<file path="config.mk">
export PLATFORM = sky130hd
export DESIGN_NAME = memCtrlTop
export DESIGN_NICKNAME = d
export VERILOG_FILES = /design/src/verilog/memCtrlPkg.sv /design/src/verilog/transferTable.sv /design/src/verilog/fillPath.sv /design/src/verilog/evictPath.sv /design/src/verilog/memCtrlTop.sv
export SDC_FILE = /design/constraint.sdc
export NUM_CORES = 1
export LEC_CHECK = 0
export BUFFER_PORTS_ARGS = -buffer_cell sky130_fd_sc_hd__buf_2
export CAP_MARGIN = 20
export CORE_MARGIN = 1.5
export CORE_UTILIZATION = 30
export CTS_CLUSTER_DIAMETER = 50
export DETAILED_ROUTE_END_ITERATION = 7
export GPL_ROUTABILITY_DRIVEN = 0
export PLACE_DENSITY = 0.5
export SYNTH_ARGS = -nofsm -noshare
export SYNTH_HDL_FRONTEND = slang
export SYNTH_SLANG_ARGS = --single-unit
export TNS_END_PERCENT = 30
</file>
<file path="constraint.sdc">
create_clock -name clk -period 12.3 [get_ports clk]
set_input_delay 0.615 -clock clk [delete_from_list [all_inputs] [get_ports clk]]
set_output_delay 0.615 -clock clk [all_outputs]
set_load 0.05 [all_outputs]
</file>
<file path="src/verilog/memCtrlPkg.sv">
package memCtrlPkg;

    // Cache word and AXI data share one width
    localparam int busWidth = 128;
    localparam int strbBits = busWidth / 8;
    localparam int beatSize = $clog2(strbBits);

    // Line geometry
    localparam int lineBeats = 4;
    localparam int beatBits = 2;
    localparam int lineIdxBits = 8;
    localparam int cacheAddrBits = lineIdxBits + beatBits;
    localparam int lineOffsetBits = beatBits + beatSize;

    localparam int extAddrBits = 32;

    // Bus ID field, sized for the largest slot count of 16
    localparam int axiIdBits = 4;

    typedef enum logic [1:0] {
        MEMC_NONE,
        MEMC_FILL,
        MEMC_EVICT,
        MEMC_REPLACE
    } MemCmd;

    typedef enum logic [1:0] {
        FIXED,
        INCR,
        WRAP
    } BurstType;

    typedef struct packed {
        MemCmd cmd;
        logic [lineIdxBits-1:0] lineIdx;
        logic [extAddrBits-1:0] readAddr;
        logic [extAddrBits-1:0] writeAddr;
    } MemReq;

    // Shared by AR and AW
    typedef struct packed {
        logic [axiIdBits-1:0] id;
        logic [extAddrBits-1:0] addr;
        logic [7:0] len;
        logic [2:0] size;
        BurstType burst;
    } AxiAddr;

    typedef struct packed {
        logic [axiIdBits-1:0] id;
        logic [busWidth-1:0] data;
        logic last;
    } AxiR;

    typedef struct packed {
        logic [busWidth-1:0] data;
        logic [strbBits-1:0] strb;
        logic last;
    } AxiW;

    typedef struct packed {
        logic en;
        logic [cacheAddrBits-1:0] addr;
        logic [busWidth-1:0] data;
    } CacheWr;

    typedef struct packed {
        logic en;
        logic [cacheAddrBits-1:0] addr;
    } CacheRd;

    typedef struct packed {
        logic [axiIdBits-1:0] id;
        logic [lineIdxBits-1:0] lineIdx;
    } EvictJob;

endpackage

</file>
<file path="src/verilog/transferTable.sv">
`timescale 1ns/1ps

module transferTable
    import memCtrlPkg::*;
#(
    parameter int numSlots = 4,
    localparam int idBits = $clog2(numSlots)
) (
    input  logic clk,
    input  logic rst,
    input  MemReq req,
    output logic reqStall,
    output logic busy,
    output AxiAddr ar,
    output logic arValid,
    input  logic arReady,
    output AxiAddr aw,
    output logic awValid,
    input  logic awReady,
    input  logic bValid,
    input  logic [axiIdBits-1:0] bId,
    output EvictJob evictJob,
    output logic evictJobValid,
    input  logic evictJobReady,
    input  logic evictBeatValid,
    input  logic [idBits-1:0] evictBeatId,
    input  logic [idBits-1:0] fillHeadId,
    input  logic [beatBits-1:0] fillHeadBeat,
    output logic fillAllowed,
    output logic [cacheAddrBits-1:0] fillAddr,
    input  logic fillAckValid,
    input  logic [idBits-1:0] fillAckId
);

    localparam logic [beatBits:0] fullCount = (beatBits + 1)'(lineBeats);
    localparam logic [beatBits:0] lastCount = fullCount - 1'b1;

    typedef struct packed {
        logic valid;
        MemCmd cmd;
        logic [lineIdxBits-1:0] lineIdx;
        logic [extAddrBits-1:0] readAddr;
        logic [extAddrBits-1:0] writeAddr;
        logic [beatBits:0] evictProgress;
        logic [beatBits:0] fillProgress;
        logic needAr;
        logic needAw;
        logic needEvict;
        logic bDone;
    } Slot;

    Slot slots [numSlots];

    logic [idBits-1:0] freeIdx;
    logic freeFound;
    logic collision;
    logic accept;
    logic [idBits-1:0] arIdx;
    logic [idBits-1:0] arLockIdx;
    logic arLocked;
    logic [idBits-1:0] wrIdx;
    logic [idBits-1:0] wrLockIdx;
    logic wrLocked;
    logic wrFound;
    logic [idBits-1:0] bSlot;
    logic [numSlots-1:0] freeNow;

    function automatic logic [extAddrBits-1:0] lineAlign(logic [extAddrBits-1:0] addr);
        return {addr[extAddrBits-1:lineOffsetBits], {lineOffsetBits{1'b0}}};
    endfunction

    function automatic AxiAddr lineBurst(logic [idBits-1:0] id, logic [extAddrBits-1:0] addr);
        AxiAddr a;
        a.id = axiIdBits'(id);
        a.addr = addr;
        a.len = 8'(lineBeats - 1);
        a.size = 3'(beatSize);
        a.burst = WRAP;
        return a;
    endfunction

    // Lowest free slot, and whether any live slot owns the requested line
    always_comb begin
        freeIdx = '0;
        freeFound = 1'b0;
        collision = 1'b0;
        busy = 1'b0;
        for (int i = numSlots - 1; i >= 0; i--) begin
            if (!slots[i].valid) begin
                freeIdx = idBits'(i);
                freeFound = 1'b1;
            end
            if (slots[i].valid && slots[i].lineIdx == req.lineIdx) begin
                collision = 1'b1;
            end
            busy = busy | slots[i].valid;
        end
    end

    assign reqStall = !freeFound || collision;
    assign accept = req.cmd != MEMC_NONE && !reqStall;

    // AR stays on its slot until the handshake
    always_comb begin
        arIdx = '0;
        arValid = 1'b0;
        for (int i = numSlots - 1; i >= 0; i--) begin
            if (slots[i].valid && slots[i].needAr) begin
                arIdx = idBits'(i);
                arValid = 1'b1;
            end
        end
        if (arLocked) begin
            arIdx = arLockIdx;
            arValid = 1'b1;
        end
    end

    assign ar = lineBurst(arIdx, slots[arIdx].readAddr);

    // AW and evict job share one pick so both sides see the same slot order
    always_comb begin
        wrIdx = '0;
        wrFound = 1'b0;
        for (int i = numSlots - 1; i >= 0; i--) begin
            if (slots[i].valid && (slots[i].needAw || slots[i].needEvict)) begin
                wrIdx = idBits'(i);
                wrFound = 1'b1;
            end
        end
        // A slot with only one side issued goes first
        for (int i = numSlots - 1; i >= 0; i--) begin
            if (slots[i].valid && (slots[i].needAw != slots[i].needEvict)) begin
                wrIdx = idBits'(i);
            end
        end
        if (wrLocked) begin
            wrIdx = wrLockIdx;
            wrFound = 1'b1;
        end
    end

    assign awValid = wrFound && slots[wrIdx].needAw;
    assign aw = lineBurst(wrIdx, slots[wrIdx].writeAddr);
    assign evictJobValid = wrFound && slots[wrIdx].needEvict;
    assign evictJob.id = axiIdBits'(wrIdx);
    assign evictJob.lineIdx = slots[wrIdx].lineIdx;

    // Fill beat may overwrite the cache only after the evict has read it
    assign fillAddr = {slots[fillHeadId].lineIdx, fillHeadBeat};
    assign fillAllowed = slots[fillHeadId].valid &&
        (slots[fillHeadId].cmd != MEMC_REPLACE ||
         slots[fillHeadId].evictProgress > {1'b0, fillHeadBeat});

    assign bSlot = bId[idBits-1:0];

    // Slot done once all fill acks and the B response are in
    always_comb begin
        for (int i = 0; i < numSlots; i++) begin
            freeNow[i] = slots[i].valid &&
                (slots[i].cmd == MEMC_EVICT || slots[i].fillProgress == fullCount ||
                 (fillAckValid && fillAckId == idBits'(i) &&
                  slots[i].fillProgress == lastCount)) &&
                (slots[i].cmd == MEMC_FILL || slots[i].bDone ||
                 (bValid && bSlot == idBits'(i)));
        end
    end

    always_ff @(posedge clk) begin
        arLockIdx <= arIdx;
        wrLockIdx <= wrIdx;
        if (rst) begin
            for (int i = 0; i < numSlots; i++) begin
                slots[i].valid <= 1'b0;
                slots[i].needAr <= 1'b0;
                slots[i].needAw <= 1'b0;
                slots[i].needEvict <= 1'b0;
            end
            arLocked <= 1'b0;
            wrLocked <= 1'b0;
        end else begin
            arLocked <= arValid && !arReady;
            wrLocked <= (awValid && !awReady) || (evictJobValid && !evictJobReady);

            for (int i = 0; i < numSlots; i++) begin
                if (freeNow[i]) begin
                    slots[i].valid <= 1'b0;
                end
            end

            if (accept) begin
                slots[freeIdx].valid <= 1'b1;
                slots[freeIdx].cmd <= req.cmd;
                slots[freeIdx].lineIdx <= req.lineIdx;
                slots[freeIdx].readAddr <= lineAlign(req.readAddr);
                slots[freeIdx].writeAddr <= lineAlign(req.writeAddr);
                slots[freeIdx].evictProgress <= '0;
                slots[freeIdx].fillProgress <= '0;
                slots[freeIdx].needAr <= req.cmd != MEMC_EVICT;
                slots[freeIdx].needAw <= req.cmd != MEMC_FILL;
                slots[freeIdx].needEvict <= req.cmd != MEMC_FILL;
                slots[freeIdx].bDone <= 1'b0;
            end

            if (arValid && arReady) begin
                slots[arIdx].needAr <= 1'b0;
            end
            if (awValid && awReady) begin
                slots[wrIdx].needAw <= 1'b0;
            end
            if (evictJobValid && evictJobReady) begin
                slots[wrIdx].needEvict <= 1'b0;
            end
            if (evictBeatValid) begin
                slots[evictBeatId].evictProgress <= slots[evictBeatId].evictProgress + 1'b1;
            end
            if (fillAckValid) begin
                slots[fillAckId].fillProgress <= slots[fillAckId].fillProgress + 1'b1;
            end
            if (bValid) begin
                slots[bSlot].bDone <= 1'b1;
            end
        end
    end

endmodule

</file>
<file path="src/verilog/fillPath.sv">
`timescale 1ns/1ps

module fillPath
    import memCtrlPkg::*;
#(
    parameter int numSlots = 4,
    localparam int idBits = $clog2(numSlots)
) (
    input  logic clk,
    input  logic rst,
    input  AxiR r,
    input  logic rValid,
    output logic rReady,
    output logic [idBits-1:0] fillHeadId,
    output logic [beatBits-1:0] fillHeadBeat,
    input  logic fillAllowed,
    input  logic [cacheAddrBits-1:0] fillAddr,
    output CacheWr cacheWr,
    output logic fillAckValid,
    output logic [idBits-1:0] fillAckId
);

    typedef struct packed {
        logic [idBits-1:0] id;
        logic [beatBits-1:0] beat;
        logic [busWidth-1:0] data;
    } RBeat;

    RBeat entries [2];
    logic wrPtr;
    logic rdPtr;
    logic [1:0] count;
    logic push;
    logic pop;
    logic [idBits-1:0] rId;
    logic [beatBits-1:0] beatCnt [numSlots];

    logic wrEn;
    logic [cacheAddrBits-1:0] wrAddr;
    logic [busWidth-1:0] wrData;
    logic [idBits-1:0] wrId;

    assign rId = r.id[idBits-1:0];
    assign rReady = count != 2'd2;
    assign push = rValid && rReady;
    assign pop = count != 2'd0 && fillAllowed;

    assign fillHeadId = entries[rdPtr].id;
    assign fillHeadBeat = entries[rdPtr].beat;

    // Beat position per ID, since bursts of different IDs may interleave
    always_ff @(posedge clk) begin
        if (rst) begin
            wrPtr <= 1'b0;
            rdPtr <= 1'b0;
            count <= 2'd0;
            for (int i = 0; i < numSlots; i++) begin
                beatCnt[i] <= '0;
            end
        end else begin
            if (push) begin
                wrPtr <= !wrPtr;
                beatCnt[rId] <= r.last ? '0 : beatCnt[rId] + 1'b1;
            end
            if (pop) begin
                rdPtr <= !rdPtr;
            end
            count <= count + {1'b0, push} - {1'b0, pop};
        end
    end

    always_ff @(posedge clk) begin
        if (push) begin
            entries[wrPtr] <= '{id: rId, beat: beatCnt[rId], data: r.data};
        end
    end

    // Write one cycle after the pop, ack one cycle after the write
    always_ff @(posedge clk) begin
        if (pop) begin
            wrAddr <= fillAddr;
            wrData <= entries[rdPtr].data;
            wrId <= fillHeadId;
        end
        fillAckId <= wrId;
        if (rst) begin
            wrEn <= 1'b0;
            fillAckValid <= 1'b0;
        end else begin
            wrEn <= pop;
            fillAckValid <= wrEn;
        end
    end

    assign cacheWr = '{en: wrEn, addr: wrAddr, data: wrData};

endmodule

</file>
<file path="src/verilog/evictPath.sv">
`timescale 1ns/1ps

module evictPath
    import memCtrlPkg::*;
#(
    parameter int numSlots = 4,
    localparam int idBits = $clog2(numSlots)
) (
    input  logic clk,
    input  logic rst,
    input  EvictJob evictJob,
    input  logic evictJobValid,
    output logic evictJobReady,
    output CacheRd cacheRd,
    input  logic [busWidth-1:0] cacheRdData,
    output logic evictBeatValid,
    output logic [idBits-1:0] evictBeatId,
    output AxiW w,
    output logic wValid,
    input  logic wReady
);

    localparam logic [beatBits-1:0] lastBeat = beatBits'(lineBeats - 1);

    typedef struct packed {
        logic [busWidth-1:0] data;
        logic last;
    } WBeat;

    logic active;
    logic [idBits-1:0] jobId;
    logic [lineIdxBits-1:0] jobLine;
    logic [beatBits-1:0] readBeat;
    logic jobTake;
    logic rdIssue;
    logic rdPending;
    logic rdPendingLast;
    logic [idBits-1:0] rdPendingId;

    WBeat fifo [2];
    logic wrPtr;
    logic rdPtr;
    logic [1:0] count;
    logic pop;

    assign evictJobReady = !active;
    assign jobTake = evictJobValid && !active;

    // A read in flight already holds its FIFO place
    assign rdIssue = active && (count + {1'b0, rdPending}) < 2'd2;
    assign cacheRd = '{en: rdIssue, addr: {jobLine, readBeat}};

    // Data comes back the cycle after the read
    assign evictBeatValid = rdPending;
    assign evictBeatId = rdPendingId;

    always_ff @(posedge clk) begin
        if (jobTake) begin
            jobId <= evictJob.id[idBits-1:0];
            jobLine <= evictJob.lineIdx;
        end
        if (rdIssue) begin
            rdPendingId <= jobId;
            rdPendingLast <= readBeat == lastBeat;
        end
        if (rst) begin
            active <= 1'b0;
            readBeat <= '0;
            rdPending <= 1'b0;
            wrPtr <= 1'b0;
            rdPtr <= 1'b0;
            count <= 2'd0;
        end else begin
            rdPending <= rdIssue;
            if (jobTake) begin
                active <= 1'b1;
                readBeat <= '0;
            end else if (rdIssue) begin
                readBeat <= readBeat + 1'b1;
                if (readBeat == lastBeat) begin
                    active <= 1'b0;
                end
            end
            if (rdPending) begin
                wrPtr <= !wrPtr;
            end
            if (pop) begin
                rdPtr <= !rdPtr;
            end
            count <= count + {1'b0, rdPending} - {1'b0, pop};
        end
    end

    always_ff @(posedge clk) begin
        if (rdPending) begin
            fifo[wrPtr] <= '{data: cacheRdData, last: rdPendingLast};
        end
    end

    // Whole beats only, so every byte lane is written
    assign wValid = count != 2'd0;
    assign pop = wValid && wReady;
    assign w = '{data: fifo[rdPtr].data, strb: '1, last: fifo[rdPtr].last};

endmodule

</file>
<file path="src/verilog/memCtrlTop.sv">
`timescale 1ns/1ps

module memCtrlTop
    import memCtrlPkg::*;
#(
    parameter int numSlots = 4,
    localparam int idBits = $clog2(numSlots)
) (
    input  logic clk,
    input  logic rst,
    input  MemReq req,
    output logic reqStall,
    output logic busy,
    output AxiAddr ar,
    output logic arValid,
    input  logic arReady,
    output AxiAddr aw,
    output logic awValid,
    input  logic awReady,
    input  AxiR r,
    input  logic rValid,
    output logic rReady,
    output AxiW w,
    output logic wValid,
    input  logic wReady,
    input  logic bValid,
    input  logic [axiIdBits-1:0] bId,
    output logic bReady,
    output CacheWr cacheWr,
    output CacheRd cacheRd,
    input  logic [busWidth-1:0] cacheRdData
);

    EvictJob evictJob;
    logic evictJobValid;
    logic evictJobReady;
    logic evictBeatValid;
    logic [idBits-1:0] evictBeatId;
    logic [idBits-1:0] fillHeadId;
    logic [beatBits-1:0] fillHeadBeat;
    logic fillAllowed;
    logic [cacheAddrBits-1:0] fillAddr;
    logic fillAckValid;
    logic [idBits-1:0] fillAckId;

    // B is never back-pressured
    assign bReady = 1'b1;

    transferTable #(
        .numSlots(numSlots)
    ) slotTable (
        .clk(clk),
        .rst(rst),
        .req(req),
        .reqStall(reqStall),
        .busy(busy),
        .ar(ar),
        .arValid(arValid),
        .arReady(arReady),
        .aw(aw),
        .awValid(awValid),
        .awReady(awReady),
        .bValid(bValid),
        .bId(bId),
        .evictJob(evictJob),
        .evictJobValid(evictJobValid),
        .evictJobReady(evictJobReady),
        .evictBeatValid(evictBeatValid),
        .evictBeatId(evictBeatId),
        .fillHeadId(fillHeadId),
        .fillHeadBeat(fillHeadBeat),
        .fillAllowed(fillAllowed),
        .fillAddr(fillAddr),
        .fillAckValid(fillAckValid),
        .fillAckId(fillAckId)
    );

    fillPath #(
        .numSlots(numSlots)
    ) fillUnit (
        .clk(clk),
        .rst(rst),
        .r(r),
        .rValid(rValid),
        .rReady(rReady),
        .fillHeadId(fillHeadId),
        .fillHeadBeat(fillHeadBeat),
        .fillAllowed(fillAllowed),
        .fillAddr(fillAddr),
        .cacheWr(cacheWr),
        .fillAckValid(fillAckValid),
        .fillAckId(fillAckId)
    );

    evictPath #(
        .numSlots(numSlots)
    ) evictUnit (
        .clk(clk),
        .rst(rst),
        .evictJob(evictJob),
        .evictJobValid(evictJobValid),
        .evictJobReady(evictJobReady),
        .cacheRd(cacheRd),
        .cacheRdData(cacheRdData),
        .evictBeatValid(evictBeatValid),
        .evictBeatId(evictBeatId),
        .w(w),
        .wValid(wValid),
        .wReady(wReady)
    );

endmodule

</file>
Word level (Yosys, flattened, before mapping)
Memory sizes are Yosys's and may differ from the RTL's. A register that Yosys moved wholly into a read port is not among the register bits. Index checks and enable logic that the tools add are counted.

Bits in registers: 175. Bits in latches: 0. RAM bits: 822. Memory bits (read-only): 0. Bits of input ports: 346. Output and inout port bits: 400. Word-level logic and storage cells: 263. Memories kept: 4.

Add/sub/neg operators: 8. Multipliers: 0. Div/mod/pow operators: 0. $lt $le $gt $ge: 2. Equal/unequal tests: 35. Shift-type cells: 0. Mux-type cells: 92. Bitwise gates (word level): 7. Reductions and logical operators: 92.

Memory list: slotTable.slots (depth 4, bits a word 73, read ports 9, clocked after memory_dff 2, wr ports 10, line transferTable.sv:52) `Slot slots [numSlots];`; fillUnit.entries (depth 2, bits a word 132, read ports 1, clocked after memory_dff 1, wr ports 1, line fillPath.sv:29) `RBeat entries [2];`; evictUnit.fifo (depth 2, bits a word 129, read ports 1, clocked after memory_dff 1, wr ports 1, line evictPath.sv:40) `WBeat fifo [2];`; fillUnit.beatCnt (depth 4, bits a word 2, read ports 1, clocked after memory_dff 0, wr ports 4, line fillPath.sv:36) `logic [beatBits-1:0] beatCnt [numSlots];`.

Operator list (number): 1-bit 2-to-1 mux (70); 1-bit logical AND (50); 2-bit 2-to-1 mux (22); 8-bit == test (4); 1-bit logical OR (23); 2-bit == test, second input constant (9); 2-bit by 1-bit == test with 1-bit output, second input constant (6); 3-bit by 2-bit == test with 1-bit output, second input constant (4); 3-bit == test, second input constant (4); 2-bit nonzero test (5); 1-bit logical NOT (9); 1-bit bitwise OR (7); 3-bit by 1-bit adder with 3-bit output, second input constant (2); 2-bit inequality test, second input constant (3); 2-bit by 1-bit adder with 2-bit output (2); 2-bit by 1-bit adder with 2-bit output, second input constant (2); 2-bit logical NOT (2); 1-bit inequality test (4); 2-bit OR reduction (2); 2-bit by 1-bit subtractor with 2-bit output (2); 3-bit by 2-bit greater-than comparator with 1-bit output (1); 2-bit < comparator, second input constant (1); 2-bit by 1-bit inequality test with 1-bit output, second input constant (1); 2-bit AND reduction (1).

Longest topological paths before layout
Gate-level depths: netlist (run 1). An unclocked memory read counts as a cell.

Depth in word-level cells: 18. Mapped depth: 16. Mapped depth without buffers: 14.

Hierarchy
Synthesis (run 1) repeated with hierarchy kept, for this count alone.

Cell total of the unflattened synthesis: 2031. Area total of the unflattened synthesis: 37672.4 um^2.

Modules (own cells, without submodules): fillPath (instances 1, cells an instance 615, area an instance 14440.1 um^2, seq. area each 12552.0 um^2); transferTable (instances 1, cells an instance 943, area an instance 13033.8 um^2, seq. area each 8688.3 um^2); evictPath (instances 1, cells an instance 471, area an instance 10187.3 um^2, seq. area each 8318.0 um^2); memCtrlTop (instances 1, cells an instance 2, area an instance 11.3 um^2, seq. area each 0.0 um^2).

Worst setup path before layout (run 1)
OpenSTA, ideal clock, no wires.

Path kind: register -> register. Start: register fillUnit.count[0]. End: memory fillUnit.entries[0][0] in the netlist's numbering (enable). Library setup time: 0.627 ns. Arrival: 6.446 ns. Data required time: 11.673 ns. Slack: 5.227 ns. Cell stages (with the launch flop): 5. Path buffers: 0. Clock period less this slack: 7.073 ns. Path through: dfxtp_1 > inv_1 > nand2_1 > nand2_1 > nor2_1.

Word-level cells in the longest chain between the ends: 4.

RTL lines: from (decl) (line fillPath.sv:32) `logic [1:0] count;`; from (signal assigned) (line fillPath.sv:68) `count <= count + {1'b0, push} - {1'b0, pop};`; 2-bit inequality test (line fillPath.sv:44) `assign rReady = count != 2'd2;`; via rReady (line memCtrlTop.sv:22) `output logic rReady,`; 1-bit logical AND (line fillPath.sv:45) `assign push = rValid && rReady;`; 1-bit 2-to-1 mux (line fillPath.sv:73) `if (push) begin`; 1-bit 2-to-1 mux (not written as such) (line fillPath.sv:74) `entries[wrPtr] <= '{id: rId, beat: beatCnt[rId], data: r.data};`; to (decl) (line fillPath.sv:29).

The timed path passes the listed nets, and every way through them passes these cells.

==> summary.md, run 1 <==
| Metric | Value |
|---|---|
| Max incr delay on CP | `0.77 ns` |
| Fillers | `~12000` |
| PwrDens | `191.0 mW/mm2` |
| CP Max Fanout | `62` |
| ANT nets after route | `0` |
| Grt total ovfl | `0` |
| H-tree level count | `4` |
| Worst endpoint required time | `about 13 ns` |
| Wl on met1 | `approximately 45 mm` |
| Clock sinks | `about 1000` |
| Leakage | `just under 20 nW` |
| Worst-Skew Late Latency | `between 0.7 and 0.8 ns` |
| Initial antenna violation count | `27` |
| TritonCTS Buffers | `~130` |
| Power Total | `9.803 mW` |
| Post-Syn Area | `approximately 0.04 mm2` |
| Syn Inst Count | `2455` |
| Highest Signal Layer | `met5` |
| Cells on Worst Hold Path | `1` |
| Final Cycle Share | `0.3918` |
| CP max-delay cell | `buf_4` |
| Clock slew at reported path FFs | `0.06 ns` |
| R2R setup slack | `about 7.5 ns` |
| Core Rows | `133` |
| Layout cell share with drive strength beyond 1 | `0.3484` |
| Main synth FF type | `edfxtp_1` |
| Cell taking the most area after synthesis | `edfxtp_1` |
| Critical path, cell by cell | `mux2i_4, buf_4, mux4_2, ha_1, a21oi_1, a21oi_1, o311ai_2, inv_6, buf_4, buf_4` |
| Boundary pin count | `746` |
| Die height | `366.8 um` |
| Die ar. | `around 0.13 mm2` |
| Flops & latches, synth | `~1000` |
| Yosys cell types | `79` |
| Clock Tree Buf Depth | `3` |
| First-pass GRT wire length | `approximately 160 mm` |
| First-pass DRT Iterations | `5` |
| Setup crit end kind | `flop` |
| Final Setup Violations | `0` |
| GRT Total Usage | `0.1606` |
| Met3 Wirelength | `approximately 9.2 mm` |
| Most used cell, CP | `buf_4` |
| Largest net degree at the start of global routing | `around 130` |
| EDFF count, synth | `approximately 960` |
| Post-CTS repair timing setup buffer count | `0` |
| Area Overhead vs Synth | `29.27%` |
| CP arrival | `between 5 and 6 ns` |
| WL/cell | `around 21 um` |
| Clock Skews | `a little over 0.04 ns` |
| Design area | `between 0.05 and 0.06 mm2` |
| Max-slew headroom | `0.3044` |
| Chip Width | `~370 um` |
| Initial Util | `0.3020` |
| Drt first-iter violations | `approximately 1400` |
| Final hold vios | `0` |
| Core Footprint | `roughly 0.13 mm2` |
| Slew Limit Fails | `0` |
| # DRC | `0` |
| CP Launch Type | `flop` |
| Max Clk Rate | `roughly 210 MHz` |
| Via/cell ratio | `approximately 4.5` |
| Minimum clock period | `between 4 and 5 ns` |
| PortBufs | `670` |
| RSZ-0062 raised after global routing | `no` |
| Worst r2r path cells | `10` |
| WS Path Type | `flop to flop` |
| CTS tree | `yes` |
| Yosys Warn Count | `0` |
| Hold Path End | `fillUnit.entries[1][29]` |
| Post-synthesis sequential area ratio | `0.7454` |
| Outcome | `finished, final reports clean` |
| Async set-or-reset flop fraction in the synthesized netlist | `0` |
| Maxcap violations | `0` |
| Hold Path Class | `input pin to flop` |
| Final core utilization | `0.3905` |
| Placed Area | `about 0.045 mm2` |
| Clock Tree Root | `clkbuf_16` |
| Hpwl dp | `approximately 70 mm` |
| Total Nets Final | `3733` |
| Worst VDD drop | `about 130 uV` |
| Setup TNS | `0 ns` |
| Hold Startpoint | `r[30]` |
| Met2 WL | `54.07 mm` |
| Syn_area_per_cell | `approximately 16 um2` |
| Via count of the first global-routing pass | `~24000` |
| Reg-to-Reg End | `fillUnit.wrData[99]` |
| Via count | `23753` |
| Slew @ Worst Pin | `~1.0 ns` |
| Synth area leaders | `edfxtp_1 72%, mux2_2 7.4%, and3_1 3.5%, dfxtp_1 2.3%, nand2_1 2.1%` |
| Synth top area share | `0.7222` |
| Routed WL | `approximately 110 mm` |
-- synthesized netlist by cell type (all sizes together), types with 18 or more instances --
cell type  number
edfxtp        955
clkbuf         83
and3          219
a31oi          61
inv            47
mux2          260
buf           122
dfxtp          46
and2           90
xnor2          25
xor2           18
nand2         224
nor3           20
nor2           55
a211oi         30
mux4           18
-- through the flow --
step | worst slack (ns) | std cells | hold WS [ns]
3_5_place_dp | 7.331 | 4762 | 0.3281
4_1_cts | 7.316 | 5232 | 0.0001013
2_1_floorplan | 5.227 | 2512 | 0.3233
6_report | 7.480 | 5249 | 0.07965
5_1_grt | 7.086 | 5240 | 0.01580
3_3_place_gp | 7.358 | 4761 | 0.3267
-- sequential cells by signal, indices dropped and copies added (netlist names), 8 cells and up, named ones only --
register           flops
fillUnit.entries     264
slotTable.slots      292
evictUnit.jobLine      8
fillUnit.wrData      128
fillUnit.wrAddr       10
evictUnit.fifo       258
fillUnit.beatCnt       8
-- what timing repair did --
action                                 CTS  global route
endpoints found under the hold margin  455             0
hold buffers                           230             0
gates resized for setup                  0             0
-- logic make-up after synthesis --
family                     count (synthesis)  share of synthesized area
other                                      2                  0.0001891
AOI/OAI and AO/OA                        172                    0.03120
muxes                                    286                    0.08627
adders and majority gates                 13                   0.004096
DFF                                     1001                     0.7454
and+or+nand+nor                          685                    0.09050
buffers and inverters                    253                    0.03287
xor gates and xnor gates                  43                   0.009484
-- power by group --
part           internal (mW)  switching, mW
Sequential              4.08          0.113
Combinational          0.574           1.35
Clock                   2.16           1.53
-- placed cells by master (no fill, tap or decap), types with 15 or more instances in the layout --
| cell | netlist | final |
|---|---|---|
| inv_1 | 42 | 40 |
| clkinv_2 | 0 | 16 |
| a211oi_1 | 28 | 28 |
| nor3_1 | 18 | 18 |
| a31oi_1 | 61 | 61 |
| conb_1 | 2 | 59 |
| nor2_1 | 55 | 52 |
| edfxtp_1 | 955 | 955 |
| clkinv_1 | 1 | 23 |
| buf_4 | 69 | 28 |
| and2_1 | 90 | 89 |
| diode_2 | 0 | 15 |
| nand3_1 | 15 | 15 |
| clkbuf_1 | 77 | 24 |
| mux2_2 | 260 | 260 |
| xnor2_1 | 25 | 25 |
| nand2_1 | 223 | 223 |
| mux4_2 | 18 | 18 |
| clkbuf_16 | 0 | 135 |
| dfxtp_1 | 46 | 44 |
| and3_1 | 219 | 218 |
| xor2_1 | 18 | 18 |
| dlygate4sd3_1 | 0 | 230 |
| buf_2 | 41 | 670 |
-- how the worst max path moves through the flow --
stage	from	endpoint	slack (ns)
floorplan	fillUnit.count[0]	fillUnit.entries[0][0]	5.23
detailed placement	flop	fillUnit.wrData[62]	7.33
CTS	slotTable.slots[0][1]	aw[19]	7.32
finish	flop	fillUnit.wrData[99]	7.48
global placement	flop	fillUnit.wrData[62]	7.36
global route	flop	fillUnit.wrData[46]	7.09
-- layout make-up --
| type | instances | area, um2 | share of cell area |
|---|---|---|---|
| inverter | 48 | 188.9 | 0.003681 |
| clock inverter | 80 | 758.2 | 0.01477 |
| antenna | 15 | 37.54 | 0.0007312 |
| clock buffer | 160 | 3482 | 0.06784 |
| sequential | 1001 | 29610 | 0.5768 |
| tap | 1755 | 2196 | 0.04278 |
| multi-input combinational | 1258 | 9095 | 0.1772 |
| timing repair buffer | 932 | 5968 | 0.1163 |
-- per-layer routing --
| layer | up-vias | global-route usage |
|---|---|---|
| met5 | - | 0 |
| met1 | 11801 | 0.1930 |
| met3 | 193 | 0.05874 |
| met2 | 678 | 0.2669 |
| li1 | 11059 | - |
| met4 | 22 | 0.05078 |
-- critical path, delay by kind of cell, from the launching register on --
kind                     cells  cell delay [ns]
AO/OA/AOI/OAI                3             0.49
adder cells (fa/ha/maj)      1             0.30
buffers and inverters        4             2.16
flip-flops                   1             0.54
multiplexers                 2             0.83
Note: power is estimated with default switching activity, not from simulation.
==> run 2, diff against run 1 <==
- clock period: 12.3 -> 4.5 ns (I/O delays scaled with it)
==> summary.md, run 2 (synthesized netlist as in run 1, its figures left out) <==
| Metric | Value |
|---|---|
| Slew @ Worst Pin | `1.071 ns (+0.02791 ns)` |
| Hold buffers post-CTS | `330 (+43%)` |
| ANT nets after route | `0 (unchanged)` |
| Met2 Track Usage GR | `0.2620 (-0.004980)` |
| Worst-Skew Late Latency | `0.74 ns (about the same)` |
| Leakage | `19.84 nW (+3.0%)` |
| CP Buf/Inv Count | `2 (-2)` |
| CP arrival | `3.75 ns (-1.44 ns)` |
| Final hold vios | `0 (unchanged)` |
| Minimum clock period | `roughly 4 ns` |
| Hold Path End | `fillUnit.wrPtr` |
| Worst VDD drop | `324.2 uV (+160%)` |
| Via count of the first global-routing pass | `24814 (+2.3%)` |
| Die ar. | `0.1346 mm2 (unchanged)` |
| R2R setup slack | `0.85 ns (-6.63 ns)` |
| Final Cycle Share | `0.8835` |
| First-pass GRT wire length | `161.8 mm (+1.0%)` |
| First-pass DRT Iterations | `8 (+3)` |
| CP Launch Type | `flop` |
| Clock Tree Buf Depth | `3 (unchanged)` |
| Combinational power share | `0.201 (+0.005)` |
| Final worst slack | `0.5244 ns (-6.956 ns)` |
| Hold Path Class | `input pin to flop` |
| Hpwl dp | `71.58 mm (+1.8%)` |
| Core Rows | `133 (unchanged)` |
| Reg-to-Reg End | `fillUnit.count[0]` |
| Layout cell share with drive strength beyond 1 | `0.3414 (-0.006974)` |
| Final Setup Violations | `0 (unchanged)` |
| Core Footprint | `0.1315 mm2 (unchanged)` |
| Clock Tree Root | `clkbuf_16` |
| Initial Util | `0.3020 (unchanged)` |
| Met1 Use GR | `0.2064 (+0.01334)` |
| Max reg flops | `292 (unchanged)` |
| Setup TNS | `0 ns (unchanged)` |
| Met3 Track Usage GR | `0.04588 (-0.01287)` |
| Maxcap violations | `0 (unchanged)` |
| Chip Width | `366.8 um (unchanged)` |
| Boundary pin count | `746 (unchanged)` |
| Seq pwr share | `0.419 (-0.008)` |
| Via count | `24232 (+2.0%)` |
| Total Nets Final | `3850 (+3.1%)` |
| WS Path Type | `flop to output pin` |
| Grt total ovfl | `0 (unchanged)` |
| Critical path, cell by cell | `and2b_1, a21oi_1, a211oi_4, buf_4, nand2_1, and3_1, a31oi_1, buf_2` |
| Critical path's top delay family | `buffers and inverters` |
| GR peak layer | `met2` |
| RSZ-0062 raised after global routing | `no` |
| Clock sinks | `1001 (unchanged)` |
| Regs by FF count | `slotTable.slots x292, fillUnit.entries x264, evictUnit.fifo x258` |
| Max-slew headroom | `0.2858 (-0.01861)` |
| Cells on Worst Hold Path | `6 (+5)` |
| Post-CTS repair timing setup buffer count | `0 (unchanged)` |
| Internal power | `19.02 mW (+180%)` |
| Area Overhead vs Synth | `32.56%` |
| # DRC | `0 (unchanged)` |
| PwrDens | `517.0 mW/mm2 (+170%)` |
| Slew Limit Fails | `0 (unchanged)` |
| Max incr delay on CP | `0.68 ns (-0.09 ns)` |
| Largest net degree at the start of global routing | `130 (-2.3%)` |
| Post-Layout Cell Count | `5352 (+2.0%)` |
| Die height | `366.8 um (unchanged)` |
| Initial antenna violation count | `9 (-67%)` |
| H-tree level count | `4 (unchanged)` |
| Outcome | `finished, final reports clean` |
| Biggest register | `slotTable.slots` |
| GRT Total Usage | `0.1612 (+0.0005825)` |
| TritonCTS Buffers | `133 (unchanged)` |
| Psw | `8.197 mW (+170%)` |
| Worst r2r path cells | `12 (+2)` |
| Clock Skews | `0.03226 ns (-0.008082 ns)` |
| Switching share of total power | `0.3012 (-0.003950)` |
| Commonest non-fill, non-tap cell in the layout | `edfxtp_1` |
| Clock share of power | `0.380 (+0.003)` |
| Via/cell ratio | `4.528 (about the same)` |
| PortBufs | `670 (unchanged)` |
| Placed cells | `4781 (+0.40%)` |
| Max Clk Rate | `approximately 250 MHz` |
| CP max-delay cell | `buf_4` |
| Most frequent cells in the layout | `955 x edfxtp_1, 670 x buf_2, 330 x dlygate4sd3_1, 260 x mux2_2, 223 x nand2_1` |
| Clock slew at reported path FFs | `0.06 ns (about the same)` |
| Post_cts resized | `0 (unchanged)` |
| Power Total | `27.21 mW (+180%)` |
| Setup crit end kind | `output pin` |
| Hold Startpoint | `rValid` |
| CTS tree | `yes` |
| DP Worst Slack | `0.7323 ns (-6.599 ns)` |
| CP Max Fanout | `70 (+13%)` |
| Worst endpoint required time | `4.28 ns (-8.39 ns)` |
| Drt first-iter violations | `1480 (+9.0%)` |
| WL/cell | `20.63 um (-2.1%)` |
| Routed WL | `110.4 mm (-0.17%)` |
[run 2: changes by cell type in the layout (fill, tap and decap cells not counted), moves of 3 or more]
cell           change
diode_2           -12
clkinv_4           -5
buf_4              +6
buf_16             -3
dlygate4sd3_1    +100
buf_12            +14
bufinv_16          +4
[run 2: area by class of cell]
| type | instances | area [um2] |
|---|---|---|
| timing repair buffer | 1049 | 7212 |
| multi-input combinational | 1258 | 9094 |
| inverter | 48 | 188.9 |
| clock inverter | 73 | 792.0 |
| sequential | 1001 | 29610 |
| tap | 1755 | 2196 |
| antenna | 3 | 7.507 |
| fill | 12328 | 78830 |
| clock buffer | 165 | 3542 |
[run 2: per-stage QoR]
stage / util / area (um2) / hold WS [ns]
finish: 0.4004 / 52640 / 0.2049
global route: 0.4004 / 52630 / 0.1501
CTS: 0.4003 / 52630 / 0.1013
detailed placement: 0.3422 / 44990 / 0.3560
global placement: 0.3422 / 44990 / 0.3580
floorplan: - / 39930 / 0.2966
[run 2: routing by layer]
metal / vias to the layer above / routed length, um
met2: 685 / 52970
met4: 10 / 2924
met5: - / 64
li1: 11258 / -
met1: 12093 / 47460
met3: 186 / 7008
[run 2: how the worst max path moves through the flow]
stage | slack (ns) | cells after the start | start | to
after floorplan | -1.65 | 13 | flop | fillUnit.count[0]
after global placement | 0.76 | 11 | flop | fillUnit.count[1]
after detailed placement | 0.73 | 11 | flop | fillUnit.count[1]
after CTS | 0.46 | 8 | slotTable.slots[0][72] | aw[19]
after global routing | 0.35 | 8 | slotTable.slots[0][72] | aw[19]
final | 0.52 | 8 | slotTable.slots[0][72] | aw[19]
[run 2: tightest hold or removal path: stages]
cell	delay [ns]
buf_2	0.08
nand2_1	0.18
inv_1	0.19
nor2_1	0.05
nor2_1	0.09
nor2_1	0.04
[run 2: power groups by stage]
stage                     clock network, mW  registers [mW]  logic, mW
after floorplan                           0            12.0       3.39
after global placement                    0            11.6       5.28
after detailed placement                  0            11.6       5.28
after CTS                              10.6            11.4       5.56
after global routing                   11.0            11.5       5.77
final                                  10.3            11.4       5.48
